[src/source/radar_pkg.sv]
package radar_pkg;

    // ----------------------------------------------------------
    // Scalar types
    // ----------------------------------------------------------
    typedef logic signed [31:0] coord_t;     // One signed coordinate
    typedef logic [15:0]        intensity_t; // Raw or gated intensity
    typedef logic [15:0]        phase_t;     // Phase wraps modulo 2^16
    typedef logic signed [15:0] velocity_t;  // Signed radial velocity

    // ----------------------------------------------------------
    // Design constants
    // ----------------------------------------------------------
    localparam int WINDOW_LEN       = 5;  // Points in the median window
    localparam int NUM_AXES         = 3;  // X, Y and Z
    localparam int BACKGROUND_DEPTH = 16; // Intensities in the background mean
    localparam int BACKGROUND_SHIFT = 4;  // log2 of BACKGROUND_DEPTH
    localparam int VELOCITY_BITS    = 8;  // Low phase-difference bits used as velocity

    localparam intensity_t DEFAULT_THRESHOLD = 16'h00FF; // Until the model is full

    // Fill counter saturates at WINDOW_LEN-1
    localparam int FILL_BITS = $clog2(WINDOW_LEN);
    // Wide enough for BACKGROUND_DEPTH full-scale intensities
    localparam int SUM_BITS  = $bits(intensity_t) + BACKGROUND_SHIFT;

    // ----------------------------------------------------------
    // Point formats
    // ----------------------------------------------------------
    typedef struct packed {
        phase_t     phase;     // Upper half of the attribute word
        intensity_t intensity; // Lower half
    } attr_t;

    typedef struct packed {
        attr_t  attr;
        coord_t z;
        coord_t y;
        coord_t x;             // Low 32 bits
    } point_t;

    // Five samples of one axis with the oldest at index 0
    typedef coord_t [WINDOW_LEN-1:0] axis_samples_t;

    typedef struct packed {
        attr_t                        attr; // Attribute of the newest point
        axis_samples_t [NUM_AXES-1:0] axes; // 0 = X, 1 = Y, 2 = Z
    } window_t;

    typedef struct packed {
        velocity_t  velocity;
        intensity_t intensity; // After clutter gating
        coord_t     z;
        coord_t     y;
        coord_t     x;
    } cloud_point_t;

endpackage
[src/source/radar_filter.sv]
`timescale 1ns/1ps

module radar_filter (
    input  logic                    clk,
    input  logic                    reset,
    input  logic                    in_valid,
    input  radar_pkg::point_t       in_point,
    output logic                    out_valid,
    output radar_pkg::cloud_point_t out_point
);

    radar_pkg::window_t                          window;
    logic                                        window_valid;
    radar_pkg::coord_t [radar_pkg::NUM_AXES-1:0] medians;        // 0 = X, 1 = Y, 2 = Z
    radar_pkg::point_t                           filtered_point; // Median point
    logic                                        clean_valid;
    radar_pkg::point_t                           clean_point;

    // ----------------------------------------------------------
    // Noise reduction
    // ----------------------------------------------------------
    point_window u_window (
        .clk          (clk),
        .reset        (reset),
        .in_valid     (in_valid),
        .in_point     (in_point),
        .window       (window),
        .window_valid (window_valid)
    );

    for (genvar i = 0; i < radar_pkg::NUM_AXES; i++) begin : gen_median
        median5 u_median (
            .samples (window.axes[i]),
            .median  (medians[i])
        );
    end

    assign filtered_point.x    = medians[0];
    assign filtered_point.y    = medians[1];
    assign filtered_point.z    = medians[2];
    assign filtered_point.attr = window.attr; // Newest point's phase and intensity

    // ----------------------------------------------------------
    // Clutter removal and Doppler
    // ----------------------------------------------------------
    clutter_remover u_clutter (
        .clk         (clk),
        .reset       (reset),
        .in_valid    (window_valid),
        .in_point    (filtered_point),
        .clean_valid (clean_valid),
        .clean_point (clean_point)
    );

    doppler_velocity u_doppler (
        .clk       (clk),
        .reset     (reset),
        .in_valid  (clean_valid),
        .in_point  (clean_point),
        .out_valid (out_valid),
        .out_point (out_point)
    );

endmodule

[src/source/doppler_velocity.sv]
`timescale 1ns/1ps

module doppler_velocity (
    input  logic                    clk,
    input  logic                    reset,
    input  logic                    in_valid,
    input  radar_pkg::point_t       in_point,
    output logic                    out_valid,
    output radar_pkg::cloud_point_t out_point
);

    radar_pkg::phase_t    prev_phase; // Phase of the previous valid point
    logic                 have_phase; // Set once a point has been seen
    radar_pkg::phase_t    phase_diff; // Modulo 2^16 so wrap-around falls out
    radar_pkg::velocity_t velocity;

    assign phase_diff = in_point.attr.phase - prev_phase;

    // Sign-extended low bits of the difference and zero for the first point
    assign velocity = have_phase
                    ? radar_pkg::velocity_t'($signed(phase_diff[radar_pkg::VELOCITY_BITS-1:0]))
                    : '0;

    // ----------------------------------------------------------
    // Phase history and output packing
    // ----------------------------------------------------------
    always_ff @(posedge clk or posedge reset) begin
        if (reset) begin
            out_valid  <= 1'b0;
            out_point  <= '0;
            prev_phase <= '0;
            have_phase <= 1'b0;
        end else begin
            out_valid <= in_valid;
            if (in_valid) begin
                out_point.x         <= in_point.x;
                out_point.y         <= in_point.y;
                out_point.z         <= in_point.z;
                out_point.intensity <= in_point.attr.intensity; // Already gated
                out_point.velocity  <= velocity;
                prev_phase          <= in_point.attr.phase;
                have_phase          <= 1'b1;
            end
        end
    end

    // Idle cycles keep prev_phase, so the difference always spans
    // two consecutive valid points

endmodule

[src/source/clutter_remover.sv]
`timescale 1ns/1ps

module clutter_remover (
    input  logic              clk,
    input  logic              reset,
    input  logic              in_valid,
    input  radar_pkg::point_t in_point,
    output logic              clean_valid,
    output radar_pkg::point_t clean_point
);

    radar_pkg::intensity_t history [radar_pkg::BACKGROUND_DEPTH]; // Raw intensity ring

    logic [radar_pkg::BACKGROUND_SHIFT-1:0] wptr;       // Oldest slot and next to be replaced
    logic [radar_pkg::BACKGROUND_DEPTH-1:0] filled;     // Slot holds a real sample
    logic [radar_pkg::SUM_BITS-1:0]         sum;        // Sum of all filled slots
    logic                                   model_full;
    radar_pkg::intensity_t                  intensity;  // Raw intensity of this point
    radar_pkg::intensity_t                  evicted;    // Sample leaving the window
    radar_pkg::intensity_t                  threshold;

    assign intensity  = in_point.attr.intensity;
    assign model_full = &filled;
    assign evicted    = filled[wptr] ? history[wptr] : '0;

    // Floor of the mean of the previous BACKGROUND_DEPTH intensities by shift
    assign threshold = model_full
                     ? sum[radar_pkg::SUM_BITS-1:radar_pkg::BACKGROUND_SHIFT]
                     : radar_pkg::DEFAULT_THRESHOLD;

    // ----------------------------------------------------------
    // Background model
    // ----------------------------------------------------------
    always_ff @(posedge clk or posedge reset) begin
        if (reset) begin
            wptr   <= '0;
            filled <= '0;
            sum    <= '0;
        end else if (in_valid) begin
            sum          <= sum - evicted + intensity; // Ungated value enters the mean
            filled[wptr] <= 1'b1;
            wptr         <= wptr + 1'b1;               // Depth is a power of two
        end
    end

    always_ff @(posedge clk) begin
        if (in_valid) begin
            history[wptr] <= intensity;
        end
    end

    // ----------------------------------------------------------
    // Intensity gating
    // ----------------------------------------------------------
    always_ff @(posedge clk or posedge reset) begin
        if (reset) begin
            clean_valid <= 1'b0;
            clean_point <= '0;
        end else begin
            clean_valid <= in_valid;
            if (in_valid) begin
                clean_point <= in_point; // Coordinates and phase pass unchanged
                if (intensity < threshold) begin
                    clean_point.attr.intensity <= '0; // Below background
                end
            end
        end
    end

    // Threshold uses the sum before this point is added, so a
    // point is never compared against its own intensity

endmodule

[src/source/median5.sv]
`timescale 1ns/1ps

module median5 (
    input  radar_pkg::axis_samples_t samples,
    output radar_pkg::coord_t        median
);

    // Orders two entries of the network with the smaller value at index lo
    function automatic radar_pkg::axis_samples_t compare_exchange(
        input radar_pkg::axis_samples_t v,
        input int                       lo,
        input int                       hi
    );
        radar_pkg::axis_samples_t r;
        r = v;
        if ($signed(v[hi]) < $signed(v[lo])) begin
            r[lo] = v[hi];
            r[hi] = v[lo];
        end
        return r;
    endfunction

    radar_pkg::axis_samples_t net; // Working copy through the nine steps

    // ----------------------------------------------------------
    // Nine-step compare-exchange network
    // ----------------------------------------------------------
    always_comb begin
        net = samples;
        net = compare_exchange(net, 0, 1); // Pair the two oldest
        net = compare_exchange(net, 3, 4); // Pair the two newest
        net = compare_exchange(net, 2, 4);
        net = compare_exchange(net, 2, 3); // Slots 2..4 now ordered
        net = compare_exchange(net, 1, 4); // Largest settles in slot 4
        net = compare_exchange(net, 0, 3);
        net = compare_exchange(net, 0, 2); // Smallest settles in slot 0
        net = compare_exchange(net, 1, 3);
        net = compare_exchange(net, 1, 2); // Middle value lands in slot 2
        median = net[2];
    end

    // Only slot 2 is fully ordered at the end; the outer slots
    // are bounds and not a complete sort

endmodule

[src/source/point_window.sv]
`timescale 1ns/1ps

module point_window (
    input  logic               clk,
    input  logic               reset,
    input  logic               in_valid,
    input  radar_pkg::point_t  in_point,
    output radar_pkg::window_t window,
    output logic               window_valid
);

    logic [radar_pkg::FILL_BITS-1:0]             fill_count;  // Saturating count of points held
    logic                                        window_full; // Four older points present
    radar_pkg::coord_t [radar_pkg::NUM_AXES-1:0] new_coords;  // Index 0 = X

    assign new_coords  = {in_point.z, in_point.y, in_point.x};
    assign window_full = (fill_count == radar_pkg::WINDOW_LEN - 1);

    // ----------------------------------------------------------
    // Fill tracking
    // ----------------------------------------------------------
    always_ff @(posedge clk or posedge reset) begin
        if (reset) begin
            fill_count   <= '0;
            window_valid <= 1'b0;
        end else begin
            // The incoming point completes the window when four are already held
            window_valid <= in_valid && window_full;
            if (in_valid && !window_full) begin
                fill_count <= fill_count + 1'b1;
            end
        end
    end

    // ----------------------------------------------------------
    // Sample shift register
    // ----------------------------------------------------------
    always_ff @(posedge clk) begin
        if (in_valid) begin
            for (int a = 0; a < radar_pkg::NUM_AXES; a++) begin
                for (int i = 0; i < radar_pkg::WINDOW_LEN - 1; i++) begin
                    window.axes[a][i] <= window.axes[a][i + 1]; // Age by one slot
                end
                window.axes[a][radar_pkg::WINDOW_LEN - 1] <= new_coords[a]; // Newest last
            end
            window.attr <= in_point.attr; // Attribute follows the newest point
        end
    end

    // Idle cycles leave the window untouched, so gaps between
    // points do not disturb the median history

endmodule

[config.mk]
export PLATFORM = sky130hd
export DESIGN_NAME = radar_filter
export DESIGN_NICKNAME = d
export VERILOG_FILES = /design/src/source/radar_pkg.sv /design/src/source/radar_filter.sv /design/src/source/doppler_velocity.sv /design/src/source/clutter_remover.sv /design/src/source/median5.sv /design/src/source/point_window.sv
export SDC_FILE = /design/constraint.sdc
export NUM_CORES = 2
export LEC_CHECK = 0
export BUFFER_PORTS_ARGS = -buffer_cell sky130_fd_sc_hd__clkbuf_2
export CORE_MARGIN = 5
export CORE_UTILIZATION = 45
export DETAILED_ROUTE_END_ITERATION = 7
export SKIP_LAST_GASP = 1
export SYNTH_ARGS = -nofsm -noshare
export SYNTH_HDL_FRONTEND = slang
export SYNTH_SLANG_ARGS = --single-unit
[constraint.sdc]
create_clock -name clk -period 26.3 [get_ports clk]
set_input_delay 3.945 -clock clk [delete_from_list [all_inputs] [get_ports clk]]
set_output_delay 3.945 -clock clk [all_outputs]
set_load 0.01 [all_outputs]
### Word level (Yosys, flattened, before mapping)

Memories as Yosys holds them, arrays and structs flattened.
Index checks and enable logic that the tools add are counted.

* bits in registers: 807
* memory bits (writable): 256
* bits of input ports: 131
* output and inout bits: 129
* word-level logic and storage cells: 122
* memories: 1

Memory list
* u_clutter.history: words 16, bits a word 16, read ports 1, clocked after memory_dff 0, wr ports 1, line clutter_remover.sv:12 `radar_pkg::intensity_t history [radar_pkg::BACKGROUND_DEPTH];`

* $add $sub $neg: 5
* $lt $le $gt $ge: 30
* eq/ne operators: 1
* mux-type cells: 43
* bitwise logic cells: 1
* reductions and logical operators: 5

Operators with widths (number)
* $lt A32 B32 Y1: 27
* $mux W64: 12
* $mux W32: 21
* $mux W16: 4
* $add A20 B16 Y20: 1
* $sub A20 B16 Y20: 1
* $lt A16 B16 Y1: 1
* $or A16 B16 Y16: 1
* $reduce_and A16 Y1: 1
* $sub A8 B8 Y8: 1
* $lt A4 B5 Y1 const B: 1
* $add A4 B1 Y4 const B: 1
* $bmux W1 S4: 1
* $demux W1 S4: 1
* $ge A4 B1 Y1 const B: 1
* $mux W1: 4
* $add A3 B1 Y3 const B: 1
* $eq A3 B3 Y1 const B: 1
* $logic_and A1 B1 Y1: 3
* $logic_not A1 Y1: 1

### Logic depth before layout (Yosys ltp)

* depth after elaboration: 12
* gate-level depth with buffers: 87

### Cells and area by module

Synthesis repeated with hierarchy kept, for this count alone.

* cells, all modules: 6983
* area, all modules: 75481.1 um^2

By module, submodules not included
* clutter_remover: instances 1, cells each 1073, area an instance 18217.5 um^2, seq. area each 11916.4 um^2
* point_window: instances 1, cells each 528, area an instance 15578.7 um^2, seq. area each 15474.8 um^2
* median5 at gen_median[1].u_median: instances 1, cells each 1638, area an instance 12290.5 um^2, seq. area each 0.0 um^2
* median5 at gen_median[0].u_median: instances 1, cells each 1702, area an instance 12251.8 um^2, seq. area each 0.0 um^2
* median5 at gen_median[2].u_median: instances 1, cells each 1700, area an instance 11989.0 um^2, seq. area each 0.0 um^2
* doppler_velocity: instances 1, cells each 342, area an instance 5153.7 um^2, seq. area each 3253.1 um^2

### Worst setup path after synthesis

No wires, ideal clock.

* path type: reg-to-reg
* start: register, netlist name u_window.window[149]
* end: register, netlist name u_clutter.clean_point[11]
* library setup time: 0.090 ns
* arrival time: 15.993 ns
* required time: 26.210 ns
* path slack: 10.216 ns
* cell stages (with the launch flop): 86
* buffers on the path: 9
* period minus slack after synthesis: 16.084 ns
* cells stage by stage: edfxtp_1 ha_1 a21o_1 a21o_1 a21oi_1 o21ai_0 a21o_1 o21a_1 nor2_1 clkbuf_1 clkbuf_1 mux2_2 ha_1 a21o_1 a21o_1 a221o_1 a221oi_1 nand2_1 (+50 left out) mux2_2 ha_1 a21o_1 a21o_1 a21oi_1 nor2b_1 o21ai_0 nand2b_1 a21oi_1 nor2b_1 o21ai_0 nand2_1 nand2_1 a31o_2 o21ai_1 or2_1 clkbuf_1 o221ai_1

* cells in the longest elaborated chain, start to end: 12

RTL lines
* $lt A32 B32 Y1: line median5.sv:16 `if ($signed(v[hi]) < $signed(v[lo])) begin`
* $mux W64 (*): line median5.sv:16
* $lt A32 B32 Y1: line median5.sv:16
* $mux W32: line median5.sv:16
* $lt A32 B32 Y1: line median5.sv:16
* $mux W64: line median5.sv:16
* $lt A32 B32 Y1: line median5.sv:16
* $mux W32: line median5.sv:16
* $lt A32 B32 Y1: line median5.sv:16
* $mux W32: line median5.sv:16
* $lt A32 B32 Y1: line median5.sv:16
* $mux W64 (*): line median5.sv:16

Mark *: on every way between the ends. The rest lies on a longest branch, timed or not.
A chain may end at the register's enable or synchronous reset.

### Worst setup path in the final report

* start: register, netlist name u_window.window[131]
* end: register, netlist name u_clutter.clean_point[8]

* cells in the longest elaborated chain, start to end: 12

RTL lines (line)
* $lt A32 B32 Y1: median5.sv:16
* $mux W64 (*): median5.sv:16
* $lt A32 B32 Y1: median5.sv:16
* $mux W32: median5.sv:16
* $lt A32 B32 Y1: median5.sv:16
* $mux W64: median5.sv:16
* $lt A32 B32 Y1: median5.sv:16
* $mux W32: median5.sv:16
* $lt A32 B32 Y1: median5.sv:16
* $mux W32: median5.sv:16
* $lt A32 B32 Y1: median5.sv:16
* $mux W64 (*): median5.sv:16

Marked as above.

==> results.md <==
* Status: finished, final reports clean
* Critical Path Start Type: register
* Hold Crit Depth at 0
* Crit. End Element: register
* RR Startpoint: u_window.window[131]
* Slowest CP cell: buf_4
* CP max stage delay at 740 ps
* CP bufs+invs at 6
* Relative slew slack at 7.54%
* Register area at 30200 µm²
* Crit Path Class: register to register
* Fmax at 46.4 MHz
* Post-synth EDFFs at 760
* TNS Setup at 0 ps
* Clock skew at 32.1 ps
* Postcts setup bufs at 0
* Multi-input combinational cell area at 39500 µm²
* Synth warn at 0
* # nets final at 8410
* Post-DP HPWL at 155000 µm
* Vert. Die Dim at 415 µm
* Reg-to-reg endpoint: u_clutter.clean_point[8]
* Yosys reg bits at 1055
* Synth Flop Type: edfxtp_1
* Final slew viol count at 0
* Num CTS Buffers at 130
* Synthesized cell area at 74000 µm²
* Max-cap viol count at 0
* First-pass GRT wire length at 312000 µm
* Share of cells above drive strength 1 at 12.3%
* Starting Density at 45.3%
* Hold EP: u_window.window[79]
* Hold_sp: u_window.window[111]
* Minimum clock period at 21570 ps
* Most common cell after layout, fill and taps aside: ha_1
* CP most frequent cell: a21o_1
* Worst-Margin Slew at 1350 ps
* Initial antenna violation count at 9
* Final worst path period share at 82.0%
* Row Count at 148
* Most frequent cells in the layout: ha_1, inv_1, edfxtp_1, mux2i_1, nor2_1
* DRC at 0
* Hold WC Path Type: register to register
* CTS resizes at 0
* Root Driver: clkbuf_16
* Count of mapped cells out of synthesis at 7211
* Vias in the first global route at 53100
* WL per Instance at 21.2 µm
* Vias per cell at 5.62
* Area growth syn-to-layout at 10.8%
* Via count at 54300
* I/O pin count at 260
* # setup viols final at 0
* FF-to-FF setup slack at 4730 ps
* Clock sink count at 1055
* Die area at 173000 µm²
* GRT Total Usage at 23.1%
* WP data required at 26980 ps
* Grt ovf at 0
* Largest net degree at the start of global routing at 132
* Number of iterations in the first detailed-routing pass at 5
* Max Root-Sink Buffers at 3
* Core box area at 163000 µm²
* Syn_nets at 8244
* Crit-path leading delay family: compound AO/OA/AOI/OAI gates
* Distinct cells, synth at 84
* Ys async rst share at 28.0%
* Initial drt markers at 4461
* Worst-path clk slew at 60 ps
* Reg2Reg Depth at 76
* Antenna Nets Post-Route at 0
* RSZ-0062 raised after global routing: false
* Avg Inst Size Synth at 10.3 µm²
* Port bufs at 251
* Register area share after synthesis at 40.8%
* FILL cells at 14600
* Post-CTS Hold Fix Bufs at 0
* Final GP Congestion at 0.927
* H-tree lvl count at 4
* CTS tree: yes
* Clk Latency, worst-skew pair at 780 ps
* CP Max Fanout at 72
* Die width at 415 µm
* Crit path DAT at 22250 ps
* Routed wire length at 205000 µm
* Fin. Hold Viols at 0
## worst reg2reg max path, delay by kind of cell, from the launching register on
kind	cells	cell delay (ps)
xor gates and xnor gates	1	330
AOI/OAI and AO/OA	45	9920
and+or+nand+nor	14	4210
adders and majority gates	6	1850
DFF	1	560
buffers and inverters	6	2970
muxes	4	1600
## worst max path at each step
stage,start,end,slack [ps],cells past startpoint
final,u_window.window[131],u_clutter.clean_point[8],4730,76
after global routing,u_window.window[139],u_clutter.clean_point[8],3660,76
after global placement,u_window.window[139],u_clutter.clean_point[10],5180,76
after detailed placement,u_window.window[139],u_clutter.clean_point[8],4900,76
after floorplan,u_window.window[149],u_clutter.clean_point[11],10220,85
after CTS,u_window.window[139],u_clutter.clean_point[8],4800,76
## flip-flops by register name, indices dropped and copies added, names as in the netlist
name / cells
u_clutter.history: 256
u_doppler.have_phase: 1
u_window.window_valid: 1
u_doppler.out_valid: 1
u_window.fill_count: 3
u_clutter.clean_point: 120
u_window.window: 504
u_clutter.clean_valid: 1
u_doppler.prev_phase: 8
u_clutter.sum: 20
u_doppler.out_point: 120
u_clutter.wptr: 4
u_clutter.filled: 16
## final cells by class
| type | instances | share of cell area, % |
|---|---|---|
| antenna | 2 | 0.00610 |
| clock buffer | 157 | 4.18 |
| clock inverter | 82 | 1.11 |
| inverter | 884 | 4.06 |
| multi-input combinational | 4974 | 48.2 |
| sequential | 1055 | 36.8 |
| tap | 2175 | 3.32 |
| timing repair buffer | 332 | 2.32 |
## kinds of logic after synthesis
logic type | Yosys count | share of synthesized area (%)
XOR/XNOR | 28 | 0.331
adder cells (fa/ha/maj) | 902 | 15.4
AO/OA/AOI/OAI | 1613 | 13.8
AND/OR/NAND/NOR | 1571 | 10.1
multiplexers | 860 | 13.4
flip-flops | 1055 | 40.8
buffers and inverters | 1182 | 6.12
## Yosys cell counts, drive strengths merged, types with 222 or more instances
cell type    n  area share [%]
a21o       359             3.6
a21oi      532             3.6
clkbuf     222             1.1
dfrtp      295              10
edfxtp     760              31
ha         885              15
inv        884             4.5
mux2       227             3.5
mux2i      549             7.4
nand2      351             1.8
nor2       534             2.7
o21ai      377             2.6
## metrics by stage
stage / instances / hold slack [ps] / area [µm²] / util [%] / setup WS (ps)
after floorplan: 7211 / 352 / 74000 / - / 10220
after global placement: 9420 / 448 / 77700 / 47.6 / 5180
after detailed placement: 9420 / 457 / 77700 / 47.6 / 4900
after CTS: 9659 / 465 / 82000 / 50.3 / 4800
after global routing: 9661 / 478 / 82000 / 50.3 / 3660
final: 9661 / 456 / 82000 / 50.3 / 4730
## layer usage
layer / wire (µm) / track usage (%) / share of wire, %
met1: 93700 / 31.9 / 46
met4: 6870 / 7.73 / 3.4
met5: 0 / 0 / 0
met3: 8880 / 2.71 / 4.3
met2: 95200 / 38.0 / 47
Power is left out: the tool's default activity adds up to more than one toggle a clock period on the data nets, which glitch-free logic cannot reach.
